File: src/sc_pkg.sv
`default_nettype none

package sc_pkg;

   // operand and stream geometry
   localparam int VAL_W       = 5;
   localparam int STREAM_LEN  = 2 ** VAL_W;   // one full counter sweep
   localparam int LANES       = 16;
   localparam int LANE_CNT_W  = 6;
   localparam int RESULT_W    = 10;
   localparam int PHASE_CNT_W = 5;

   typedef logic [VAL_W-1:0] val_t;

   // operands as held in the OPERAND register
   typedef struct packed {
      val_t a;
      val_t b;
      val_t c;   // offset added to the product
   } operand_t;

   typedef logic [LANES-1:0] lanes_t;

   typedef logic [RESULT_W-1:0] result_t;

   // sequencer outputs to the datapath
   typedef struct packed {
      logic gen_en;    // stream counters advance
      logic load;      // stream registers shift in
      logic rotate;    // register a wraps
      logic acc_clr;   // lane counters cleared
      logic acc_en;    // lane counters count
   } seq_ctrl_t;

endpackage

`default_nettype wire

File: src/apb_regs_pkg.sv
`default_nettype none

package apb_regs_pkg;

   localparam int ADDR_W = 4;
   localparam int DATA_W = 32;

   typedef struct packed {
      logic              psel;
      logic              penable;
      logic              pwrite;
      logic [ADDR_W-1:0] paddr;
      logic [DATA_W-1:0] pwdata;
   } apb_req_t;

   // no pready, every transfer is zero wait state
   typedef struct packed {
      logic [DATA_W-1:0] prdata;
      logic              pslverr;
   } apb_rsp_t;

   // register map
   localparam logic [ADDR_W-1:0] OPERAND_OFS = 4'h0;
   localparam logic [ADDR_W-1:0] CTRL_OFS    = 4'h4;
   localparam logic [ADDR_W-1:0] STATUS_OFS  = 4'h8;
   localparam logic [ADDR_W-1:0] RESULT_OFS  = 4'hC;

   // OPERAND fields
   localparam int A_LSB = 0;
   localparam int B_LSB = 8;
   localparam int C_LSB = 16;

   // STATUS fields
   localparam int BUSY_BIT = 0;
   localparam int DONE_BIT = 1;

   // CTRL fields
   localparam int START_BIT = 0;   // write 1 to launch a run

endpackage

`default_nettype wire

File: src/apb_csr.sv
`timescale 1ns/1ps
`default_nettype none

module apb_csr (
   input  wire logic                   clk,
   input  wire logic                   rst,
   input  wire apb_regs_pkg::apb_req_t apb_req,
   output apb_regs_pkg::apb_rsp_t      apb_rsp,
   input  wire logic                   busy,
   input  wire sc_pkg::result_t        result,
   output sc_pkg::operand_t            operands,
   output logic                        start
);

   sc_pkg::operand_t operand_q;
   logic             done_q;
   logic             busy_q;
   logic             access;
   logic             addr_ok;
   logic             wr_err;
   logic             wr_ok;
   logic             start_bit;

   assign access    = apb_req.psel & apb_req.penable;
   assign start_bit = apb_req.pwdata[apb_regs_pkg::START_BIT];

   // address decode and write protection
   always_comb begin
      addr_ok = 1'b1;
      wr_err  = 1'b0;
      case (apb_req.paddr)
         apb_regs_pkg::OPERAND_OFS: wr_err = busy;
         apb_regs_pkg::CTRL_OFS:    wr_err = busy & start_bit;
         apb_regs_pkg::STATUS_OFS,
         apb_regs_pkg::RESULT_OFS:  wr_err = 1'b1;   // read only
         default:                   addr_ok = 1'b0;
      endcase
   end

   assign wr_ok = access & apb_req.pwrite & addr_ok & ~wr_err;
   assign start = wr_ok & (apb_req.paddr == apb_regs_pkg::CTRL_OFS) & start_bit;

   always_ff @(posedge clk or posedge rst) begin
      if (rst) begin
         operand_q <= '0;
      end else if (wr_ok && apb_req.paddr == apb_regs_pkg::OPERAND_OFS) begin
         operand_q.a <= apb_req.pwdata[apb_regs_pkg::A_LSB +: sc_pkg::VAL_W];
         operand_q.b <= apb_req.pwdata[apb_regs_pkg::B_LSB +: sc_pkg::VAL_W];
         operand_q.c <= apb_req.pwdata[apb_regs_pkg::C_LSB +: sc_pkg::VAL_W];
      end
   end

   // done rises one cycle after busy drops
   always_ff @(posedge clk or posedge rst) begin
      if (rst) begin
         busy_q <= 1'b0;
         done_q <= 1'b0;
      end else begin
         busy_q <= busy;
         if (start) begin
            done_q <= 1'b0;
         end else if (busy_q && !busy) begin
            done_q <= 1'b1;
         end
      end
   end

   assign operands = operand_q;

   always_comb begin
      apb_rsp.prdata = '0;
      case (apb_req.paddr)
         apb_regs_pkg::OPERAND_OFS: begin
            apb_rsp.prdata[apb_regs_pkg::A_LSB +: sc_pkg::VAL_W] = operand_q.a;
            apb_rsp.prdata[apb_regs_pkg::B_LSB +: sc_pkg::VAL_W] = operand_q.b;
            apb_rsp.prdata[apb_regs_pkg::C_LSB +: sc_pkg::VAL_W] = operand_q.c;
         end
         apb_regs_pkg::STATUS_OFS: begin
            apb_rsp.prdata[apb_regs_pkg::BUSY_BIT] = busy;
            apb_rsp.prdata[apb_regs_pkg::DONE_BIT] = done_q;
         end
         apb_regs_pkg::RESULT_OFS: begin
            apb_rsp.prdata[sc_pkg::RESULT_W-1:0] = result;
         end
         default: begin
            apb_rsp.prdata = '0;   // CTRL reads as zero
         end
      endcase
      apb_rsp.pslverr = access & (~addr_ok | (apb_req.pwrite & wr_err));
   end

endmodule

`default_nettype wire

File: src/sc_sequencer.sv
`timescale 1ns/1ps
`default_nettype none

module sc_sequencer (
   input  wire logic         clk,
   input  wire logic         rst,
   input  wire logic         start,
   output sc_pkg::seq_ctrl_t ctrl,
   output logic              busy
);

   typedef enum logic [1:0] {
      IDLE,
      LOAD,
      ROTATE
   } state_t;

   state_t                         state;
   logic [sc_pkg::PHASE_CNT_W-1:0] phase;
   logic                           last;

   // final cycle of a phase, counter wraps to 0 after it
   assign last = (phase == sc_pkg::STREAM_LEN - 1);

   always_ff @(posedge clk or posedge rst) begin
      if (rst) begin
         state <= IDLE;
         phase <= '0;
      end else begin
         case (state)
            IDLE: begin
               if (start) begin
                  state <= LOAD;
               end
            end
            LOAD: begin
               if (last) begin
                  state <= ROTATE;
               end
            end
            ROTATE: begin
               if (last) begin
                  state <= IDLE;
               end
            end
            default: begin
               state <= IDLE;
            end
         endcase

         if (state == IDLE) begin
            phase <= '0;
         end else begin
            phase <= phase + 1'b1;
         end
      end
   end

   always_comb begin
      ctrl.gen_en  = (state == LOAD);
      ctrl.load    = (state == LOAD);
      ctrl.acc_clr = (state == LOAD) && (phase == '0);   // first load cycle
      ctrl.rotate  = (state == ROTATE);
      ctrl.acc_en  = (state == ROTATE);
   end

   assign busy = (state != IDLE);

endmodule

`default_nettype wire

File: src/bin_to_stoch.sv
`timescale 1ns/1ps
`default_nettype none

module bin_to_stoch (
   input  wire logic         clk,
   input  wire logic         rst,
   input  wire logic         gen_en,
   input  wire sc_pkg::val_t value,
   output logic              stream_bit
);

   sc_pkg::val_t             count;
   logic [sc_pkg::VAL_W-1:0] gt;         // value bit set, count bit clear
   logic [sc_pkg::VAL_W-1:0] hit;
   logic [sc_pkg::VAL_W-1:1] eq;
   logic [sc_pkg::VAL_W:1]   eq_above;   // all higher bits equal

   // wraps back to 0 after a full load
   always_ff @(posedge clk or posedge rst) begin
      if (rst) begin
         count <= '0;
      end else if (gen_en) begin
         count <= count + 1'b1;
      end
   end

   assign eq_above[sc_pkg::VAL_W] = 1'b1;

   // value > count, msb first
   for (genvar i = 0; i < sc_pkg::VAL_W; i++) begin : g_bit
      assign gt[i]  = value[i] & ~count[i];
      assign hit[i] = gt[i] & eq_above[i+1];
      if (i > 0) begin : g_eq
         assign eq[i]       = ~(value[i] ^ count[i]);
         assign eq_above[i] = eq_above[i+1] & eq[i];
      end
   end

   assign stream_bit = |hit;

endmodule

`default_nettype wire

File: src/stream_shift_reg.sv
`timescale 1ns/1ps
`default_nettype none

module stream_shift_reg (
   input  wire logic       clk,
   input  wire logic       rst,
   input  wire logic       load,
   input  wire logic       rotate,
   input  wire logic       serial_in,
   output sc_pkg::lanes_t  taps
);

   logic [sc_pkg::STREAM_LEN-1:0] sr;
   logic                          shift_in;

   // top bit wraps around when rotating
   assign shift_in = load ? serial_in : sr[sc_pkg::STREAM_LEN-1];

   always_ff @(posedge clk or posedge rst) begin
      if (rst) begin
         sr <= '0;
      end else if (load || rotate) begin
         sr <= {sr[sc_pkg::STREAM_LEN-2:0], shift_in};
      end
   end

   // oldest stream bits sit at the top
   assign taps = sr[sc_pkg::STREAM_LEN-1 -: sc_pkg::LANES];

endmodule

`default_nettype wire

File: src/stoch_to_bin.sv
`timescale 1ns/1ps
`default_nettype none

module stoch_to_bin (
   input  wire logic            clk,
   input  wire logic            rst,
   input  wire logic            acc_clr,
   input  wire logic            acc_en,
   input  wire sc_pkg::lanes_t  taps_a,
   input  wire sc_pkg::lanes_t  taps_b,
   input  wire sc_pkg::val_t    offset,
   output sc_pkg::result_t      result
);

   sc_pkg::lanes_t                 hit;
   logic [sc_pkg::LANE_CNT_W-1:0] cnt [sc_pkg::LANES];
   sc_pkg::result_t                node [1:2*sc_pkg::LANES-1];

   assign hit = taps_a & taps_b;   // the multiply, one AND per lane

   // ones-counter per lane
   always_ff @(posedge clk or posedge rst) begin
      if (rst) begin
         for (int i = 0; i < sc_pkg::LANES; i++) begin
            cnt[i] <= '0;
         end
      end else if (acc_clr) begin
         for (int i = 0; i < sc_pkg::LANES; i++) begin
            cnt[i] <= '0;
         end
      end else if (acc_en) begin
         for (int i = 0; i < sc_pkg::LANES; i++) begin
            if (hit[i]) begin
               cnt[i] <= cnt[i] + 1'b1;
            end
         end
      end
   end

   // binary adder tree, leaves at LANES..2*LANES-1, root at 1
   always_comb begin
      for (int i = 0; i < sc_pkg::LANES; i++) begin
         node[sc_pkg::LANES+i] = sc_pkg::result_t'(cnt[i]);
      end
      for (int i = sc_pkg::LANES - 1; i >= 1; i--) begin
         node[i] = node[2*i] + node[2*i+1];
      end
   end

   assign result = node[1] + sc_pkg::result_t'(offset);

endmodule

`default_nettype wire

File: src/sc_mul_top.sv
`timescale 1ns/1ps
`default_nettype none

module sc_mul_top (
   input  wire logic                   clk,
   input  wire logic                   rst,
   input  wire apb_regs_pkg::apb_req_t apb_req,
   output apb_regs_pkg::apb_rsp_t      apb_rsp
);

   sc_pkg::operand_t  operands;
   sc_pkg::seq_ctrl_t ctrl;
   sc_pkg::result_t   result;
   sc_pkg::lanes_t    taps_a;
   sc_pkg::lanes_t    taps_b;
   logic              start;
   logic              busy;
   logic              stream_a;
   logic              stream_b;

   apb_csr u_apb_csr (
      .clk      (clk),
      .rst      (rst),
      .apb_req  (apb_req),
      .apb_rsp  (apb_rsp),
      .busy     (busy),
      .result   (result),
      .operands (operands),
      .start    (start)
   );

   sc_sequencer u_sequencer (
      .clk   (clk),
      .rst   (rst),
      .start (start),
      .ctrl  (ctrl),
      .busy  (busy)
   );

   bin_to_stoch u_gen_a (
      .clk        (clk),
      .rst        (rst),
      .gen_en     (ctrl.gen_en),
      .value      (operands.a),
      .stream_bit (stream_a)
   );

   bin_to_stoch u_gen_b (
      .clk        (clk),
      .rst        (rst),
      .gen_en     (ctrl.gen_en),
      .value      (operands.b),
      .stream_bit (stream_b)
   );

   stream_shift_reg u_sr_a (
      .clk       (clk),
      .rst       (rst),
      .load      (ctrl.load),
      .rotate    (ctrl.rotate),
      .serial_in (stream_a),
      .taps      (taps_a)
   );

   // b holds still after the load
   stream_shift_reg u_sr_b (
      .clk       (clk),
      .rst       (rst),
      .load      (ctrl.load),
      .rotate    (1'b0),
      .serial_in (stream_b),
      .taps      (taps_b)
   );

   stoch_to_bin u_stoch_to_bin (
      .clk     (clk),
      .rst     (rst),
      .acc_clr (ctrl.acc_clr),
      .acc_en  (ctrl.acc_en),
      .taps_a  (taps_a),
      .taps_b  (taps_b),
      .offset  (operands.c),
      .result  (result)
   );

endmodule

`default_nettype wire

File: config.mk
export PLATFORM = sky130hd
export DESIGN_NAME = sc_mul_top
export DESIGN_NICKNAME = d
export VERILOG_FILES = /design/src/sc_pkg.sv /design/src/apb_regs_pkg.sv /design/src/apb_csr.sv /design/src/sc_sequencer.sv /design/src/bin_to_stoch.sv /design/src/stream_shift_reg.sv /design/src/stoch_to_bin.sv /design/src/sc_mul_top.sv
export SDC_FILE = /design/constraint.sdc
export NUM_CORES = 1
export LEC_CHECK = 0
export BUFFER_PORTS_ARGS = -buffer_cell sky130_fd_sc_hd__buf_2
export CAP_MARGIN = 20
export CORE_ASPECT_RATIO = 0.6
export CORE_MARGIN = 3
export CORE_UTILIZATION = 56
export DETAILED_ROUTE_END_ITERATION = 8
export GPL_TIMING_DRIVEN = 0
export PLACE_DENSITY = 0.77
export SYNTH_ARGS = -nofsm -noshare
export SYNTH_HDL_FRONTEND = slang
export SYNTH_HIERARCHICAL = 1
export SYNTH_SLANG_ARGS = --single-unit
File: constraint.sdc
create_clock -name clk -period 5.9 [get_ports clk]
set_input_delay 0.885 -clock clk [delete_from_list [all_inputs] [get_ports clk]]
set_output_delay 0.885 -clock clk [all_outputs]
set_load 0.02 [all_outputs]
Word level (Yosys, flattened, before mapping) --
Cells that the tools add are included.
Storage, ports and cells: bits in registers 194, input port bits 41, word-level logic and storage cells 216
Cells by class: add/subtract/negate cells 35, eq/ne operators 9, multiplexer cells 34, bitwise logic cells 63, reduce and logical (&&, ||, !) cells 48
Operator list (count):
- 96-bit two-way mux | 2
- 6-bit by 1-bit adder with 6-bit output (second input constant) | 16
- 6-bit two-way mux | 16
- 10-bit adder | 7
- 6-bit by 6-bit adder with 7-bit output | 8
- 2-bit nonzero test | 19
- 1-bit AND | 33
- 2-bit AND reduction | 16
- 1-bit inverter | 20
- 16-bit AND | 1
- 5-bit by 1-bit adder with 5-bit output (second input constant) | 3
- 2-bit one-hot mux with 3 select lines | 2
- 10-bit by 5-bit adder with 10-bit output | 1
- 5-bit two-way mux | 2
- 5-bit OR reduction | 2
- 4-bit equality test (second input constant) | 2
- 1-bit XOR | 8
- 2-bit two-way mux | 3
- 3-bit two-way mux | 2
- 2-bit != test (second input constant) | 3
- 3-bit one-hot mux with 2 select lines | 1
- 5-bit equality test (second input constant) | 1
- 5-bit zero test | 1
- 4-bit by 3-bit equality test with 1-bit output (second input constant) | 1
- 14 further kinds | 19

Depth between registers and ports, before layout --
Gate-level depths: netlist (run 1).
depth in word-level cells 9, mapped depth 20

By module --
The synthesis (run 1) kept the hierarchy.
Modules (own cells, without submodules):
- stoch_to_bin | times used 1, cells each 716, area each 7283.2 um^2, seq. area each 2402.3 um^2
- stream_shift_reg | times used 2, cells each 87, area each 1461.4 um^2, seq. area each 800.8 um^2
- apb_csr | times used 1, cells each 93, area each 1063.5 um^2, seq. area each 425.4 um^2
- bin_to_stoch | times used 2, cells each 29, area each 297.8 um^2, seq. area each 125.1 um^2
- sc_sequencer | times used 1, cells each 36, area each 372.9 um^2, seq. area each 175.2 um^2
- sc_mul_top | times used 1, cells each 1, area each 3.8 um^2, seq. area each 0.0 um^2

Least setup slack after synthesis (run 1) --
OpenSTA, ideal clock, no wires.
path kind register to output, from reg u_stoch_to_bin/cnt[59] (netlist bit), to out apb_rsp[10] (netlist bit), data arrival time 5011 ps, required time 5015 ps, setup slack 4 ps, cell stages (with the launch flop) 17, path through dfrtp_1 -> fa_1 -> inv_1 -> fa_1 -> inv_1 -> fa_1 -> inv_1 -> fa_1 -> fa_1 -> fa_1 -> inv_1 -> ha_1 -> a21o_1 -> a221oi_1 -> a21oi_1 -> xor2_1 -> a22o_2
RTL lines:
- start: declaration | line stoch_to_bin.sv:16 | logic [sc_pkg::LANE_CNT_W-1:0] cnt [sc_pkg::LANES];
- start signal: indexed assignment | line stoch_to_bin.sv:34 | cnt[i] <= cnt[i] + 1'b1;
- end: declaration | line sc_mul_top.sv:8 | output apb_regs_pkg::apb_rsp_t apb_rsp

==> impl_results.html, run 1 <==
<table>
<tr><th>Metric</th><th>Value</th></tr>
<tr><th colspan="2">Critical path</th></tr>
<tr><td>Startpoint kind of the worst setup timing path</td><td>register</td></tr>
<tr><td>Path type of the worst setup path</td><td>register to primary output</td></tr>
<tr><td>Arrival time reported for the critical path endpoint</td><td>5680 ps</td></tr>
<tr><td>Endpoint type of the worst setup path</td><td>primary output</td></tr>
<tr><td>Largest fanout on the critical path</td><td>3</td></tr>
<tr><td>CP required</td><td>5020 ps</td></tr>
<tr><th colspan="2">Synthesis</th></tr>
<tr><td>Count leader, synth</td><td>dfrtp_1</td></tr>
<tr><td>Post-synth top flop</td><td>dfrtp_1</td></tr>
<tr><td>Unique cell type count in the Yosys netlist</td><td>52</td></tr>
<tr><td>Per-instance average area after synthesis</td><td>approximately 11 sq um</td></tr>
<tr><td>Yosys warnings</td><td>6</td></tr>
<tr><td>Fraction of registers with async set or reset after synthesis</td><td>100.0%</td></tr>
<tr><td>Largest area contributor in the synthesized netlist</td><td>dfrtp_1</td></tr>
<tr><td>Synthesized netlist cell count</td><td>1078</td></tr>
<tr><td>Largest cells by area after synthesis</td><td>dfrtp_1 (40%), fa_1 (14%), mux2_4 (8.6%), ha_1 (5.0%), inv_1 (5.0%)</td></tr>
<tr><td>Area fraction of the dominant cell type after synthesis</td><td>between 30% and 40%</td></tr>
<tr><td>Top cell types by occurrence after synthesis</td><td>dfrtp_1 (194), inv_1 (163), fa_1 (85)</td></tr>
<tr><td>Number of synthesized register bits</td><td>about 190</td></tr>
<tr><td>Share of synthesized area occupied by flip-flops and latches</td><td>39.66%</td></tr>
<tr><td>Post-Syn Area</td><td>~12000 sq um</td></tr>
<tr><td>Number of synthesized flops with an enable pin</td><td>0</td></tr>
<tr><th colspan="2">CTS</th></tr>
<tr><td>Clock tree root driver cell</td><td>clkbuf_16</td></tr>
<tr><td>Number of buffers added by the clock tree synthesis step</td><td>17</td></tr>
<tr><td>Post-cts hold buffer count</td><td>0</td></tr>
<tr><td>CTS H-tree lvls</td><td>4</td></tr>
<tr><td>Number of sinks handled by clock tree synthesis</td><td>194</td></tr>
<tr><td>CTS tree</td><td>done</td></tr>
<tr><td>Post-CTS clock slew at the launch and capture registers of the worst setup and hold paths</td><td>70 ps</td></tr>
<tr><td>Number of buffers on the longest clock path</td><td>2</td></tr>
<tr><td>Insertion delay of the later-clocked pin in the worst-skew pair</td><td>around 460 ps</td></tr>
<tr><th colspan="2">Final layout</th></tr>
<tr><td>Layout Utilization</td><td>around two thirds</td></tr>
<tr><td>Filler-free cell count of the finished design</td><td>1478</td></tr>
<tr><td>Post-layout nets</td><td>1361</td></tr>
<tr><td>Synth-to-Final Area Change</td><td>13.21%</td></tr>
<tr><td>Share of layout cells above drive strength 1</td><td>about a quarter</td></tr>
<tr><td>Number of antenna diodes</td><td>0</td></tr>
<tr><th colspan="2">Routing</th></tr>
<tr><td>Uppermost layer routed</td><td>met4</td></tr>
<tr><td>Drt first-iter violations</td><td>639</td></tr>
<tr><td>Per-cell via count in the routed design</td><td>5.426</td></tr>
<tr><td>DRC violation count after routing</td><td>0</td></tr>
<tr><td>Final ANT Viol Nets</td><td>0</td></tr>
<tr><td>Final wirelength</td><td>26990 microns</td></tr>
<tr><td>Detailed Routing Iterations Pass 1</td><td>6</td></tr>
<tr><td>Amount of wire on met2 after detailed routing</td><td>11110 microns</td></tr>
<tr><td>Detail-routed net length per standard cell</td><td>~18 microns</td></tr>
<tr><td>Total via count in the routed design</td><td>between 8000 and 9000</td></tr>
<tr><td>Met3 wirelength from detailed routing</td><td>between 2000 and 3000 microns</td></tr>
<tr><td>Wire length on met1</td><td>12880 microns</td></tr>
<tr><th colspan="2">Global route</th></tr>
<tr><td>Maximum number of pins on one net before global-route repair</td><td>54</td></tr>
<tr><td>Number of antenna violations at the first check in global routing</td><td>0</td></tr>
<tr><td>Combined global-route utilization of all metal layers</td><td>24.21%</td></tr>
<tr><td>First-pass GRT wire length</td><td>44060 microns</td></tr>
<tr><td>Residual overflow from global routing</td><td>0</td></tr>
<tr><td>Vias in the first global route</td><td>8162</td></tr>
<tr><th colspan="2">Floorplanning</th></tr>
<tr><td>Starting Density</td><td>~58%</td></tr>
<tr><td>Number of placed I/O pins</td><td>74</td></tr>
<tr><td>Die Span X</td><td>approximately 200 microns</td></tr>
<tr><td>Total core area</td><td>about 21000 sq um</td></tr>
<tr><td>Number of placement rows</td><td>41</td></tr>
<tr><td>Area of the die</td><td>between 20000 and 25000 sq um</td></tr>
<tr><td>Die extent in y</td><td>120.5 microns</td></tr>
<tr><th colspan="2">Hold path</th></tr>
<tr><td>Worst min-delay path category</td><td>input pin to asynchronous set/reset pin</td></tr>
<tr><th colspan="2">Timing</th></tr>
<tr><td>Minimum setup slack in the final design</td><td>-666.1 ps</td></tr>
<tr><td>Fin Hold WS</td><td>~470 ps</td></tr>
<tr><td>RSZ-0062 raised after global routing</td><td>yes</td></tr>
<tr><td>Worst Tran Pin Value</td><td>approximately 760 ps</td></tr>
<tr><td>Max-slew violation total from the final report</td><td>0</td></tr>
<tr><td>Ratio of final minimum period to clock period</td><td>111.3%</td></tr>
<tr><td>Minimum clock period</td><td>about 6600 ps</td></tr>
<tr><td>Final setup vio count</td><td>7</td></tr>
<tr><td>Highest clock rate</td><td>about 0.15 GHz</td></tr>
<tr><td>Number of endpoints with negative hold slack in the final report</td><td>0</td></tr>
<tr><td>Slew HR</td><td>49.10%</td></tr>
<tr><td>Clock skew after layout</td><td>approximately 24 ps</td></tr>
<tr><th colspan="2">Placed design</th></tr>
<tr><td>Final HPWL from detailed placement</td><td>20520 microns</td></tr>
<tr><td>Global placer's final weighted congestion</td><td>a little under 0.9</td></tr>
<tr><td>Input/output buffers</td><td>41</td></tr>
<tr><td>Placed Cells</td><td>roughly 1400</td></tr>
<tr><td>Worst slack, placed</td><td>-535.5 ps</td></tr>
<tr><th colspan="2">Power</th></tr>
<tr><td>Leak</td><td>0.007082 uW</td></tr>
<tr><td>Worst supply voltage drop on vdd</td><td>0.0002429 V</td></tr>
<tr><td>Power density cells</td><td>237.5 nW/um^2</td></tr>
<tr><th colspan="2">Job</th></tr>
<tr><td>Max-cap viol count</td><td>0</td></tr>
<tr><th colspan="2">Run status</th></tr>
<tr><td>Run status</td><td>finished with violations</td></tr>
<tr><td>Violations in the final reports</td><td>negative setup slack</td></tr>
</table>
## metrics by stage
stage | instance area (sq um) | TNS [ps] | power [uW]
after CTS | 13740 | -3236 | 3318
after global routing | 13860 | -4531 | 3451
after global placement | 12850 | -1181 | 2138
after floorplan | 12290 | 0 | 2025
after detailed placement | 12920 | -1394 | 2171
final | 13860 | -3470 | 3291
## cells in the final DEF, fill, tap and decap left out, types with 8 or more instances in the layout
cell       count
xnor2_1       41
conb_1        16
inv_2         10
fa_1          82
nand4_1       18
o21ai_0       34
mux2_4        70
nand2_1       39
and2_1        12
mux2i_1       19
clkbuf_16     17
clkbuf_1      15
buf_2         35
xor2_1        23
or3_1         28
a21oi_1       37
dfrtp_1      192
and3_1         8
nor3_1        16
ha_1          45
inv_1        152
nand3_1       24
nor2_1        82
buf_4         77
buf_6         12
## registers in the layout (all words and copies together) (netlist names)
name	flops
u_sr_a/sr	32
u_apb_csr/done_q	1
u_apb_csr/operands	15
u_sequencer/phase	5
u_gen_a/count	5
u_stoch_to_bin/cnt	96
u_apb_csr/busy_q	1
u_gen_b/count	5
u_sr_b/sr	32
u_sequencer/state	2
## final timing paths
check                                              startpoint                                 end  slack [ps]  cells after the start
setup / recovery           u_stoch_to_bin/cnt[68]$_DFFE_PP0P_                          apb_rsp[9]        -670                     19
hold / removal                                            rst        u_gen_b/count[3]$_DFFE_PP0P_         470                      2
setup reg to reg             u_sequencer/state[0]$_DFFE_PP0P_  u_stoch_to_bin/cnt[61]$_DFFE_PP0P_        3270                      6
hold reg to reg                  u_gen_b/count[4]$_DFFE_PP0P_        u_gen_b/count[4]$_DFFE_PP0P_         480                      1
max in group asynchronous                                 rst  u_stoch_to_bin/cnt[51]$_DFFE_PP0P_        4560                      3
min in group clk                 u_gen_b/count[4]$_DFFE_PP0P_        u_gen_b/count[4]$_DFFE_PP0P_         480                      1
## worst max-delay path: stages (launching register included)
cell and delay, ps:
dfrtp_1 390, inv_1 100, fa_1 600, fa_1 430
inv_1 110, fa_2 450, fa_1 530, inv_1 50
fa_1 490, fa_1 410, inv_1 70, ha_2 200
inv_2 40, fa_2 370, nor2b_1 160, o21a_1 180
o21a_1 160, o311ai_2 110, a22o_2 260, buf_6 130
## layer usage
metal	up-vias	GRT usage, %
met5	-	0
met4	0	5.738
met3	25	8.410
met2	265	32.94
met1	4059	37.14
li1	3670	-
## kinds of logic after synthesis
family | Yosys count | synth area share (%)
compound gates | 94 | 4.405
xor+xnor | 65 | 4.650
fa+ha+maj | 134 | 18.91
buf+inv | 238 | 9.832
flops | 194 | 39.66
mux | 96 | 10.78
other cells | 2 | 0.06135
simple gates | 255 | 11.70
## layout make-up
| type | count | area, sq um |
|---|---|---|
| Tap cell | 279 | 349.1 |
| Inverter | 163 | 614.3 |
| Clock inverter | 14 | 140.1 |
| Buffer | 75 | 591.8 |
| Sequential cell | 194 | 4857 |
| Multi-Input combinational cell | 660 | 6324 |
| Clock buffer | 18 | 429.2 |
| Fill cell | 1556 | 7380 |
| Timing Repair Buffer | 75 | 553.0 |
## report_power, final
group,switching [uW],internal [uW]
Sequential,113,1460
Combinational,271,312
Clock,568,563
## timing repair
| item | 4_1_cts | 5_1_grt |
|---|---|---|
| setup endpoints to repair | 7 | 7 |
| resized for setup | 26 | 14 |
| pin swaps | 25 | 20 |
| buffers inserted | 20 | 12 |
| hold endpoints to repair | 0 | 0 |
Note: power is estimated with default switching activity, not from simulation.
==> run 2: changes to the inputs <==
--- a/config.mk
+++ b/config.mk
@@ -7,13 +7,12 @@
 export LEC_CHECK = 0
 export BUFFER_PORTS_ARGS = -buffer_cell sky130_fd_sc_hd__buf_2
 export CAP_MARGIN = 20
-export CORE_ASPECT_RATIO = 0.6
 export CORE_MARGIN = 3
 export CORE_UTILIZATION = 56
 export DETAILED_ROUTE_END_ITERATION = 8
 export GPL_TIMING_DRIVEN = 0
 export PLACE_DENSITY = 0.77
+export SKIP_LAST_GASP = 1
 export SYNTH_ARGS = -nofsm -noshare
 export SYNTH_HDL_FRONTEND = slang
-export SYNTH_HIERARCHICAL = 1
 export SYNTH_SLANG_ARGS = --single-unit
==> run 2 against run 1 <==
  * Flip-flop and latch count unchanged
  * Die area down 1.7%
  * Clock skew decreased by 11 ps
  * Via count is 8.5% higher
  * Non-clock buffer count shrank 21
  * Critical path depth increased by 1
  * Wire length grew 3.7%
  * Combinational power down 49%
  * Register-to-register slack better by 200 ps
  * Setup slack gained 120 ps
  * Sequential share of layout area shrank 0.39 points
  * The flow still finishes with violations (negative setup slack)
==> impl_results.html, run 2 <==
<table>
<tr><th>Metric</th><th>Value</th></tr>
<tr><th colspan="2">Synthesis</th></tr>
<tr><td>Area share of xor/xnor cells in the synthesized design</td><td>7.485% (was 4.650%)</td></tr>
<tr><td>Number of synthesized flops with an enable pin</td><td>0 (unchanged)</td></tr>
<tr><td>Post-synth top flop</td><td>dfrtp_1 (unchanged)</td></tr>
<tr><td>Share of synthesized area occupied by flip-flops and latches</td><td>40.28% (was 39.66%)</td></tr>
<tr><td>Share of synthesized cell area in and, or, nand and nor gates</td><td>12.52% (was 11.70%)</td></tr>
<tr><td>Per-instance average area after synthesis</td><td>10.53 sq um (was 11.36 sq um)</td></tr>
<tr><td>Synthesized netlist cell count</td><td>1145 (was 1078)</td></tr>
<tr><td>Fraction of registers with async set or reset after synthesis</td><td>100.0% (unchanged)</td></tr>
<tr><td>Largest area contributor in the synthesized netlist</td><td>dfrtp_1 (unchanged)</td></tr>
<tr><td>Unique cell type count in the Yosys netlist</td><td>49 (was 52)</td></tr>
<tr><td>Yosys warnings</td><td>0 (was 6)</td></tr>
<tr><td>Synthesized-area fraction occupied by ao, oa, aoi and oai cells</td><td>6.728% (was 4.405%)</td></tr>
<tr><td>Top cell types by occurrence after synthesis</td><td>dfrtp_1 (194), inv_1 (113), nor2_1 (100) (was dfrtp_1 (194), inv_1 (163), fa_1 (85))</td></tr>
<tr><td>Largest cells by area after synthesis</td><td>dfrtp_1 (40%), ha_1 (9.8%), fa_1 (8.8%), mux2_2 (6.3%), xor2_1 (4.4%) (was dfrtp_1 (40%), fa_1 (14%), mux2_4 (8.6%), ha_1 (5.0%), inv_1 (5.0%))</td></tr>
<tr><td>Count leader, synth</td><td>dfrtp_1 (unchanged)</td></tr>
<tr><td>Post-Syn Area</td><td>12050 sq um (was 12240 sq um)</td></tr>
<tr><td>Post-synthesis mux area share</td><td>8.752% (was 10.78%)</td></tr>
<tr><td>Largest family of logic cells by synthesized area</td><td>adder cells (unchanged)</td></tr>
<tr><td>Area fraction of the dominant cell type after synthesis</td><td>40.28% (was 39.66%)</td></tr>
<tr><td>Adder and majority cell fraction of the synthesized area</td><td>18.56% (was 18.91%)</td></tr>
<tr><td>Number of synthesized register bits</td><td>194 (unchanged)</td></tr>
<tr><th colspan="2">Final layout</th></tr>
<tr><td>Leading registers by flop count</td><td>u_stoch_to_bin.cnt (96), u_sr_a.sr (32), u_sr_b.sr (32) (was u_stoch_to_bin/cnt (96), u_sr_a/sr (32), u_sr_b/sr (32))</td></tr>
<tr><td>Max FFs per register</td><td>96 (unchanged)</td></tr>
<tr><td>Post-layout nets</td><td>1447 (was 1361)</td></tr>
<tr><td>Most frequent cells in the layout</td><td>dfrtp_1 (189), inv_1 (102), nor2_1 (99) (was dfrtp_1 (192), inv_1 (152), nor2_1 (82), fa_1 (82), buf_4 (77))</td></tr>
<tr><td>Leading cell type in the layout, fill and taps excluded</td><td>dfrtp_1 (unchanged)</td></tr>
<tr><td>Synth-to-Final Area Change</td><td>16.38% (was 13.21%)</td></tr>
<tr><td>Share of layout cells above drive strength 1</td><td>23.11% (was 24.02%)</td></tr>
<tr><td>Largest reg by FF count</td><td>u_stoch_to_bin.cnt (was u_stoch_to_bin/cnt)</td></tr>
<tr><td>Number of antenna diodes</td><td>0 (unchanged)</td></tr>
<tr><th colspan="2">Global route</th></tr>
<tr><td>First-pass GRT wire length</td><td>45530 microns (was 44060 microns)</td></tr>
<tr><td>Residual overflow from global routing</td><td>0 (unchanged)</td></tr>
<tr><td>Combined global-route utilization of all metal layers</td><td>24.10% (was 24.21%)</td></tr>
<tr><td>Maximum number of pins on one net before global-route repair</td><td>41 (was 54)</td></tr>
<tr><td>Number of antenna violations at the first check in global routing</td><td>0 (unchanged)</td></tr>
<tr><td>Vias in the first global route</td><td>8993 (was 8162)</td></tr>
<tr><th colspan="2">Critical path</th></tr>
<tr><td>Largest fanout on the critical path</td><td>4 (was 3)</td></tr>
<tr><td>Arrival time reported for the critical path endpoint</td><td>5560 ps (was 5680 ps)</td></tr>
<tr><td>Most common cell type on the critical path</td><td>fa_1 (unchanged)</td></tr>
<tr><td>Cell-by-cell trace of the critical path</td><td>ha_1 &gt; inv_1 &gt; fa_2 &gt; nor2b_1 &gt; o21ai_0 &gt; nand2_1 &gt; xnor2_1 &gt; fa_1 &gt; inv_2 &gt; fa_2 &gt; fa_1 &gt; inv_1 &gt; fa_1 &gt; inv_2 &gt; ha_4 &gt; o211ai_1 &gt; o211ai_1 &gt; mux2i_1 &gt; nand2_1 &gt; buf_6 (was inv_1 &gt; fa_1 &gt; fa_1 &gt; inv_1 &gt; fa_2 &gt; fa_1 &gt; inv_1 &gt; fa_1 &gt; fa_1 &gt; inv_1 &gt; ha_2 &gt; inv_2 &gt; fa_2 &gt; nor2b_1 &gt; o21a_1 &gt; o21a_1 &gt; o311ai_2 &gt; a22o_2 &gt; buf_6)</td></tr>
<tr><td>Crit path largest cell delay</td><td>520 ps (was 600 ps)</td></tr>
<tr><td>Endpoint type of the worst setup path</td><td>primary output (unchanged)</td></tr>
<tr><td>Startpoint kind of the worst setup timing path</td><td>register (unchanged)</td></tr>
<tr><td>Worst path slowest cell</td><td>fa_1 (unchanged)</td></tr>
<tr><td>Path type of the worst setup path</td><td>register to primary output (unchanged)</td></tr>
<tr><td>CP required</td><td>5020 ps (about the same)</td></tr>
<tr><th colspan="2">Floorplanning</th></tr>
<tr><td>Total core area</td><td>21090 sq um (was 21240 sq um)</td></tr>
<tr><td>Die Span X</td><td>152.7 microns (was 196.9 microns)</td></tr>
<tr><td>Number of placed I/O pins</td><td>74 (unchanged)</td></tr>
<tr><td>Die extent in y</td><td>152.7 microns (was 120.5 microns)</td></tr>
<tr><td>Starting Density</td><td>57.15% (was 57.64%)</td></tr>
<tr><td>Area of the die</td><td>23320 sq um (was 23730 sq um)</td></tr>
<tr><td>Number of placement rows</td><td>53 (was 41)</td></tr>
<tr><th colspan="2">Run status</th></tr>
<tr><td>Violations in the final reports</td><td>negative setup slack (unchanged)</td></tr>
<tr><td>Run status</td><td>finished with violations (unchanged)</td></tr>
<tr><th colspan="2">CTS</th></tr>
<tr><td>Post-CTS clock slew at the launch and capture registers of the worst setup and hold paths</td><td>80 ps (was 70 ps)</td></tr>
<tr><td>CTS H-tree lvls</td><td>4 (unchanged)</td></tr>
<tr><td>Insertion delay of the later-clocked pin in the worst-skew pair</td><td>450 ps (was 460 ps)</td></tr>
<tr><td>Post-cts hold buffer count</td><td>0 (unchanged)</td></tr>
<tr><td>Number of buffers added by the clock tree synthesis step</td><td>17 (unchanged)</td></tr>
<tr><td>Number of sinks handled by clock tree synthesis</td><td>194 (unchanged)</td></tr>
<tr><td>Number of buffers on the longest clock path</td><td>2 (unchanged)</td></tr>
<tr><td>Clock tree root driver cell</td><td>clkbuf_16 (unchanged)</td></tr>
<tr><td>CTS tree</td><td>done (unchanged)</td></tr>
<tr><th colspan="2">Timing</th></tr>
<tr><td>Setup TNS Final</td><td>-1834 ps (was -3470 ps)</td></tr>
<tr><td>Slew HR</td><td>47.72% (was 49.10%)</td></tr>
<tr><td>Number of endpoints with negative hold slack in the final report</td><td>0 (unchanged)</td></tr>
<tr><td>Highest clock rate</td><td>0.1552 GHz (was 0.1523 GHz)</td></tr>
<tr><td>Final setup vio count</td><td>6 (was 7)</td></tr>
<tr><td>Max-slew violation total from the final report</td><td>0 (unchanged)</td></tr>
<tr><td>Minimum setup slack in the final design</td><td>-541.9 ps (was -666.1 ps)</td></tr>
<tr><td>Fin Hold WS</td><td>479.1 ps (was 469.9 ps)</td></tr>
<tr><td>RSZ-0062 raised after global routing</td><td>yes (unchanged)</td></tr>
<tr><td>Worst Tran Pin Value</td><td>764.5 ps (was 762.6 ps)</td></tr>
<tr><td>Ratio of final minimum period to clock period</td><td>109.2% (was 111.3%)</td></tr>
<tr><td>Minimum clock period</td><td>6442 ps (was 6566 ps)</td></tr>
<tr><td>Clock skew after layout</td><td>12.95 ps (was 24.03 ps)</td></tr>
<tr><th colspan="2">Power</th></tr>
<tr><td>Worst supply voltage drop on vdd</td><td>0.0001270 V (was 0.0002429 V)</td></tr>
<tr><td>Power density cells</td><td>209.2 nW/um^2 (was 237.5 nW/um^2)</td></tr>
<tr><td>Leak</td><td>0.007044 uW (was 0.007082 uW)</td></tr>
<tr><th colspan="2">Routing</th></tr>
<tr><td>DRC violation count after routing</td><td>0 (unchanged)</td></tr>
<tr><td>Final wirelength</td><td>27980 microns (was 26990 microns)</td></tr>
<tr><td>Drt first-iter violations</td><td>626 (was 639)</td></tr>
<tr><td>Detail-routed net length per standard cell</td><td>18.09 microns (was 18.26 microns)</td></tr>
<tr><td>Final ANT Viol Nets</td><td>0 (unchanged)</td></tr>
<tr><td>Per-cell via count in the routed design</td><td>5.624 (was 5.426)</td></tr>
<tr><td>Total via count in the routed design</td><td>8701 (was 8019)</td></tr>
<tr><td>Detailed Routing Iterations Pass 1</td><td>5 (was 6)</td></tr>
<tr><th colspan="2">Job</th></tr>
<tr><td>Max-cap viol count</td><td>0 (unchanged)</td></tr>
<tr><th colspan="2">Placed design</th></tr>
<tr><td>Final HPWL from detailed placement</td><td>19440 microns (was 20520 microns)</td></tr>
<tr><td>Global placer's final weighted congestion</td><td>0.8757 (was 0.8687)</td></tr>
<tr><td>Input/output buffers</td><td>40 (was 41)</td></tr>
<tr><th colspan="2">Hold path</th></tr>
<tr><td>Worst min-delay path category</td><td>register to register (was input pin to asynchronous set/reset pin)</td></tr>
</table>
run 2: cell count changes in the layout (fill, tap and decap cells not counted), sizes merged, moves of 6 or more:
cell | previous run | this run
a21o | 2 | 8
a21oi | 39 | 57
fa | 85 | 53
o21ai | 34 | 41
ha | 49 | 94
nand2 | 39 | 71
nor2 | 84 | 100
o211ai | 0 | 10
xor2 | 23 | 61
buf | 136 | 110
nor2b | 5 | 17
inv | 172 | 120
run 2: final timing paths:
path | cells after the start | start | end | slack [ps]
hold / removal | 1 | u_sequencer.phase[0]$_DFF_PP0_ | u_sequencer.phase[0]$_DFF_PP0_ | 480
setup / recovery | 20 | u_stoch_to_bin.cnt[54]$_DFFE_PP0P_ | apb_rsp[10] | -540
setup reg to reg | 8 | u_sequencer.state[1]$_DFFE_PP0P_ | u_stoch_to_bin.cnt[29]$_DFFE_PP0P_ | 3470
min in group asynchronous | 2 | rst | u_sr_b.sr[9]$_DFFE_PP0P_ | 520
hold reg to reg | 1 | u_sequencer.phase[0]$_DFF_PP0_ | u_sequencer.phase[0]$_DFF_PP0_ | 480
max in group asynchronous | 4 | rst | u_stoch_to_bin.cnt[0]$_DFFE_PP0P_ | 4450
run 2: where the power goes:
part,total [uW],internal [uW],switching [uW]
combinational,299,114,185
clock,1210,613,596
sequential,1430,1380,45.0
total,2930,2110,826
run 2: repair_timing:
| item | 4_1_cts | 5_1_grt |
|---|---|---|
| pin swaps | 49 | 25 |
| endpoints found under the setup margin | 7 | 7 |
| setup buffers | 30 | 7 |
| gates resized for setup | 60 | 25 |
run 2: cells by family (layout without fill, tap and decap cells):
family          Yosys count  count (layout)
buf+inv                 160             274
flops                   194             194
xor+xnor                103             103
compound gates          139             139
mux                      92              92
simple gates            309             309
fa+ha+maj               147             147
other cells               1              14
run 2: per-stage QoR:
step	instances	power, uW	util (%)	setup WS [ps]	instance area, sq um
after floorplan	1158	1649	-	61.21	12100
after global placement	1473	1729	59.98	-332.3	12650
after detailed placement	1478	1748	60.49	-391.3	12760
after CTS	1540	2952	65.57	-338.5	13830
after global routing	1547	3049	66.51	-752.4	14030
final	1547	2934	66.51	-541.9	14030
run 2: critical path, delay by kind of cell (launching register included):
| kind | cells | cell delay (ps) |
|---|---|---|
| muxes | 1 | 290 |
| buffers and inverters | 5 | 440 |
| AOI/OAI and AO/OA | 3 | 640 |
| adders and majority gates | 7 | 2710 |
| and+or+nand+nor | 3 | 300 |
| DFF | 1 | 410 |
| xor gates and xnor gates | 1 | 320 |
run 2: cell type report:
cell class | instances | area, sq um
Fill cell | 1535 | 7062
Multi-Input combinational cell | 804 | 6915
Sequential cell | 194 | 4861
Timing Repair Buffer | 82 | 611.8
Inverter | 113 | 427.9
Clock buffer | 17 | 425.4
Tap cell | 275 | 344.1
Buffer | 47 | 255.2
Clock inverter | 15 | 185.2
run 2: metal layers:
layer	track usage [%]	vias up	routed length, microns
li1	-	4040	-
met1	32.61	4357	11950
met2	39.81	250	13870
met3	4.317	54	1489
met4	7.764	0	667
met5	0	-	0
==> run 3: changes to the inputs <==
--- a/config.mk
+++ b/config.mk
@@ -11,7 +11,7 @@
 export CORE_UTILIZATION = 56
 export DETAILED_ROUTE_END_ITERATION = 8
 export GPL_TIMING_DRIVEN = 0
-export PLACE_DENSITY = 0.77
+export PLACE_DENSITY = 0.89
 export SKIP_LAST_GASP = 1
 export SYNTH_ARGS = -nofsm -noshare
 export SYNTH_HDL_FRONTEND = slang
==> run 3 against run 2 <==
  * First-iteration DRC count grew 32%
  * Wire length is 15% higher
  * Critical path depth is 1 lower
  * Utilization about the same
  * Final area hardly changed
  * Combinational power is 2% higher
  * Clock power rose by 4%
  * Fmax increased by 0.18%
  * Largest cell class unchanged
  * The run still ends with negative setup slack left
  * Setup slack better by 12 ps
==> impl_results.html, run 3 (synthesis gave the netlist of run 2 again) <==
<table>
<tr><th>Metric</th><th>Value</th></tr>
<tr><th colspan="2">Routing</th></tr>
<tr><td>Per-cell via count in the routed design</td><td>6.097 (was 5.624)</td></tr>
<tr><td>DRC violation count after routing</td><td>0 (unchanged)</td></tr>
<tr><td>Total via count in the routed design</td><td>9402 (was 8701)</td></tr>
<tr><td>Detailed Routing Iterations Pass 1</td><td>6 (was 5)</td></tr>
<tr><td>Final wirelength</td><td>32200 microns (was 27980 microns)</td></tr>
<tr><td>Drt first-iter violations</td><td>825 (was 626)</td></tr>
<tr><td>Final ANT Viol Nets</td><td>0 (unchanged)</td></tr>
<tr><td>Detail-routed net length per standard cell</td><td>20.88 microns (was 18.09 microns)</td></tr>
<tr><th colspan="2">CTS</th></tr>
<tr><td>Number of sinks handled by clock tree synthesis</td><td>194 (unchanged)</td></tr>
<tr><td>CTS H-tree lvls</td><td>4 (unchanged)</td></tr>
<tr><td>Number of buffers on the longest clock path</td><td>2 (unchanged)</td></tr>
<tr><td>Clock tree root driver cell</td><td>clkbuf_16 (unchanged)</td></tr>
<tr><td>Insertion delay of the later-clocked pin in the worst-skew pair</td><td>450 ps (about the same)</td></tr>
<tr><td>Number of buffers added by the clock tree synthesis step</td><td>17 (unchanged)</td></tr>
<tr><td>Post-CTS clock slew at the launch and capture registers of the worst setup and hold paths</td><td>80 ps (about the same)</td></tr>
<tr><td>CTS tree</td><td>done (unchanged)</td></tr>
<tr><th colspan="2">Critical path</th></tr>
<tr><td>Startpoint kind of the worst setup timing path</td><td>register (unchanged)</td></tr>
<tr><td>Endpoint type of the worst setup path</td><td>primary output (unchanged)</td></tr>
<tr><td>Largest fanout on the critical path</td><td>4 (unchanged)</td></tr>
<tr><td>CP required</td><td>5020 ps (about the same)</td></tr>
<tr><td>Arrival time reported for the critical path endpoint</td><td>5550 ps (was 5560 ps)</td></tr>
<tr><td>Path type of the worst setup path</td><td>register to primary output (unchanged)</td></tr>
<tr><th colspan="2">Final layout</th></tr>
<tr><td>Most frequent cells in the layout</td><td>dfrtp_1 (190), inv_1 (101), nor2_1 (98) (was dfrtp_1 (189), inv_1 (102), nor2_1 (99))</td></tr>
<tr><td>Synth-to-Final Area Change</td><td>16.33% (was 16.38%)</td></tr>
<tr><td>Leading cell type in the layout, fill and taps excluded</td><td>dfrtp_1 (unchanged)</td></tr>
<tr><td>Filler-free cell count of the finished design</td><td>1542 (was 1547)</td></tr>
<tr><td>Max FFs per register</td><td>96 (unchanged)</td></tr>
<tr><td>Leading registers by flop count</td><td>u_stoch_to_bin.cnt (96), u_sr_a.sr (32), u_sr_b.sr (32) (unchanged)</td></tr>
<tr><td>Post-layout nets</td><td>1442 (was 1447)</td></tr>
<tr><td>Largest reg by FF count</td><td>u_stoch_to_bin.cnt (unchanged)</td></tr>
<tr><td>Share of layout cells above drive strength 1</td><td>23.22% (was 23.11%)</td></tr>
<tr><th colspan="2">Placed design</th></tr>
<tr><td>Final HPWL from detailed placement</td><td>20160 microns (was 19440 microns)</td></tr>
<tr><td>Placed Cells</td><td>1478 (unchanged)</td></tr>
<tr><td>Input/output buffers</td><td>40 (unchanged)</td></tr>
<tr><td>Global placer's final weighted congestion</td><td>0.8991 (was 0.8757)</td></tr>
<tr><th colspan="2">Timing</th></tr>
<tr><td>Worst Tran Pin Value</td><td>813.0 ps (was 764.5 ps)</td></tr>
<tr><td>Ratio of final minimum period to clock period</td><td>109.0% (was 109.2%)</td></tr>
<tr><td>Number of endpoints with negative hold slack in the final report</td><td>0 (unchanged)</td></tr>
<tr><td>Clock skew after layout</td><td>12.10 ps (was 12.95 ps)</td></tr>
<tr><td>Minimum setup slack in the final design</td><td>-530.0 ps (was -541.9 ps)</td></tr>
<tr><td>Slew HR</td><td>45.80% (was 47.72%)</td></tr>
<tr><td>Max-slew violation total from the final report</td><td>0 (unchanged)</td></tr>
<tr><td>RSZ-0062 raised after global routing</td><td>yes (unchanged)</td></tr>
<tr><td>Final setup vio count</td><td>7 (was 6)</td></tr>
<tr><td>Minimum clock period</td><td>6430 ps (was 6442 ps)</td></tr>
<tr><td>Fin Hold WS</td><td>395.8 ps (was 479.1 ps)</td></tr>
<tr><td>Highest clock rate</td><td>0.1555 GHz (was 0.1552 GHz)</td></tr>
<tr><th colspan="2">Global route</th></tr>
<tr><td>Highest-utilization routing layer at the global route stage</td><td>met2 (unchanged)</td></tr>
<tr><td>First-pass GRT wire length</td><td>48600 microns (was 45530 microns)</td></tr>
<tr><td>Met1 global-route usage</td><td>30.98% (was 32.61%)</td></tr>
<tr><td>Met2 usage</td><td>44.81% (was 39.81%)</td></tr>
<tr><td>Vias in the first global route</td><td>9528 (was 8993)</td></tr>
<tr><td>Residual overflow from global routing</td><td>0 (unchanged)</td></tr>
<tr><td>Met3 GRT Util</td><td>6.106% (was 4.317%)</td></tr>
<tr><td>Combined global-route utilization of all metal layers</td><td>25.96% (was 24.10%)</td></tr>
<tr><td>Maximum number of pins on one net before global-route repair</td><td>44 (was 41)</td></tr>
<tr><td>Number of antenna violations at the first check in global routing</td><td>0 (unchanged)</td></tr>
<tr><th colspan="2">Run status</th></tr>
<tr><td>Run status</td><td>finished with violations (unchanged)</td></tr>
<tr><td>Violations in the final reports</td><td>negative setup slack (unchanged)</td></tr>
<tr><th colspan="2">Floorplanning</th></tr>
<tr><td>Die extent in y</td><td>152.7 microns (unchanged)</td></tr>
<tr><td>Number of placement rows</td><td>53 (unchanged)</td></tr>
<tr><td>Die Span X</td><td>152.7 microns (unchanged)</td></tr>
<tr><td>Total core area</td><td>21090 sq um (unchanged)</td></tr>
<tr><td>Number of placed I/O pins</td><td>74 (unchanged)</td></tr>
<tr><td>Starting Density</td><td>57.15% (unchanged)</td></tr>
<tr><td>Area of the die</td><td>23320 sq um (unchanged)</td></tr>
<tr><th colspan="2">Power</th></tr>
<tr><td>Leak</td><td>0.007045 uW (was 0.007044 uW)</td></tr>
<tr><td>Power density cells</td><td>213.6 nW/um^2 (was 209.2 nW/um^2)</td></tr>
<tr><td>Worst supply voltage drop on vdd</td><td>0.0001266 V (was 0.0001270 V)</td></tr>
<tr><th colspan="2">Hold path</th></tr>
<tr><td>Worst min-delay path category</td><td>input pin to asynchronous set/reset pin (was register to register)</td></tr>
<tr><th colspan="2">Job</th></tr>
<tr><td>Max-cap viol count</td><td>0 (unchanged)</td></tr>
</table>
run 3: changes by cell type in the layout (fill, tap and decap cells not counted), sizes merged:
cell,previous run,this run
bufinv,1,3
diode,0,1
buf,110,105
clkbuf,36,37
inv,120,117
clkinvlp,2,1
run 3: final timing paths:
kind | from | end | slack (ps) | depth (start not counted)
worst min register to register | u_gen_a.count[4]$_DFFE_PP0P_ | u_gen_a.count[4]$_DFFE_PP0P_ | 480 | 1
worst max register to register | u_sequencer.state[1]$_DFFE_PP0P_ | u_stoch_to_bin.cnt[35]$_DFFE_PP0P_ | 3230 | 8
max in group asynchronous | rst | u_stoch_to_bin.cnt[56]$_DFFE_PP0P_ | 4470 | 5
worst max-delay path | u_stoch_to_bin.cnt[25]$_DFFE_PP0P_ | apb_rsp[10] | -530 | 19
min in group clk | u_gen_a.count[4]$_DFFE_PP0P_ | u_gen_a.count[4]$_DFFE_PP0P_ | 480 | 1
worst min-delay path | rst | u_sequencer.state[1]$_DFFE_PP0P_ | 400 | 2
run 3: critical path, cell delays in order, from the launching register on:
cell,delay (ps)
dfrtp_2,450
buf_6,130
fa_2,400
a21o_1,180
a21oi_2,160
nor2_1,80
a211oi_2,250
fa_1,490
inv_2,80
fa_1,440
fa_1,530
inv_2,50
fa_1,580
inv_2,60
ha_4,300
o211ai_1,140
o211ai_1,260
mux2i_1,230
nand2_1,120
buf_6,150
run 3: cell type report:
cell class	count	area, sq um
clock buffer	18	439.2
fill	1365	7068
sequential	194	4860
inverter	113	427.9
antenna	1	2.502
timing repair buffer	77	585.6
buffer	47	255.2
tap	275	344.1
clock inverter	13	192.7
multi-input combinational	804	6913
run 3: power by group:
part	internal, uW	switching [uW]
Combinational	114	192
Sequential	1380	49.3
Clock	694	563
run 3: stage by stage:
step	util [%]	cell area [sq um]	total power (uW)	setup TNS [ps]	setup slack, ps
after global routing	66.47	14020	3092	-2923	-665.3
after floorplan	-	12100	1649	0	61.21
after global placement	59.98	12650	1728	-877.7	-332.2
final	66.48	14020	2995	-2343	-530.0
after CTS	65.35	13780	2989	-1192	-301.0
after detailed placement	60.45	12750	1746	-1026	-371.3
run 3: metal layers:
layer	vias up	share of wire, %
li1	4042	-
met1	4622	36
met2	576	50
met3	162	7.9
met4	0	5.8
met5	-	0
run 3: repair_timing:
action | in CTS | in global routing
setup buffers | 21 | 11
pin swaps | 48 | 41
hold buffers | 0 | 0
cloned | 0 | 0
gates resized for setup | 58 | 36
setup endpoints to repair | 7 | 7
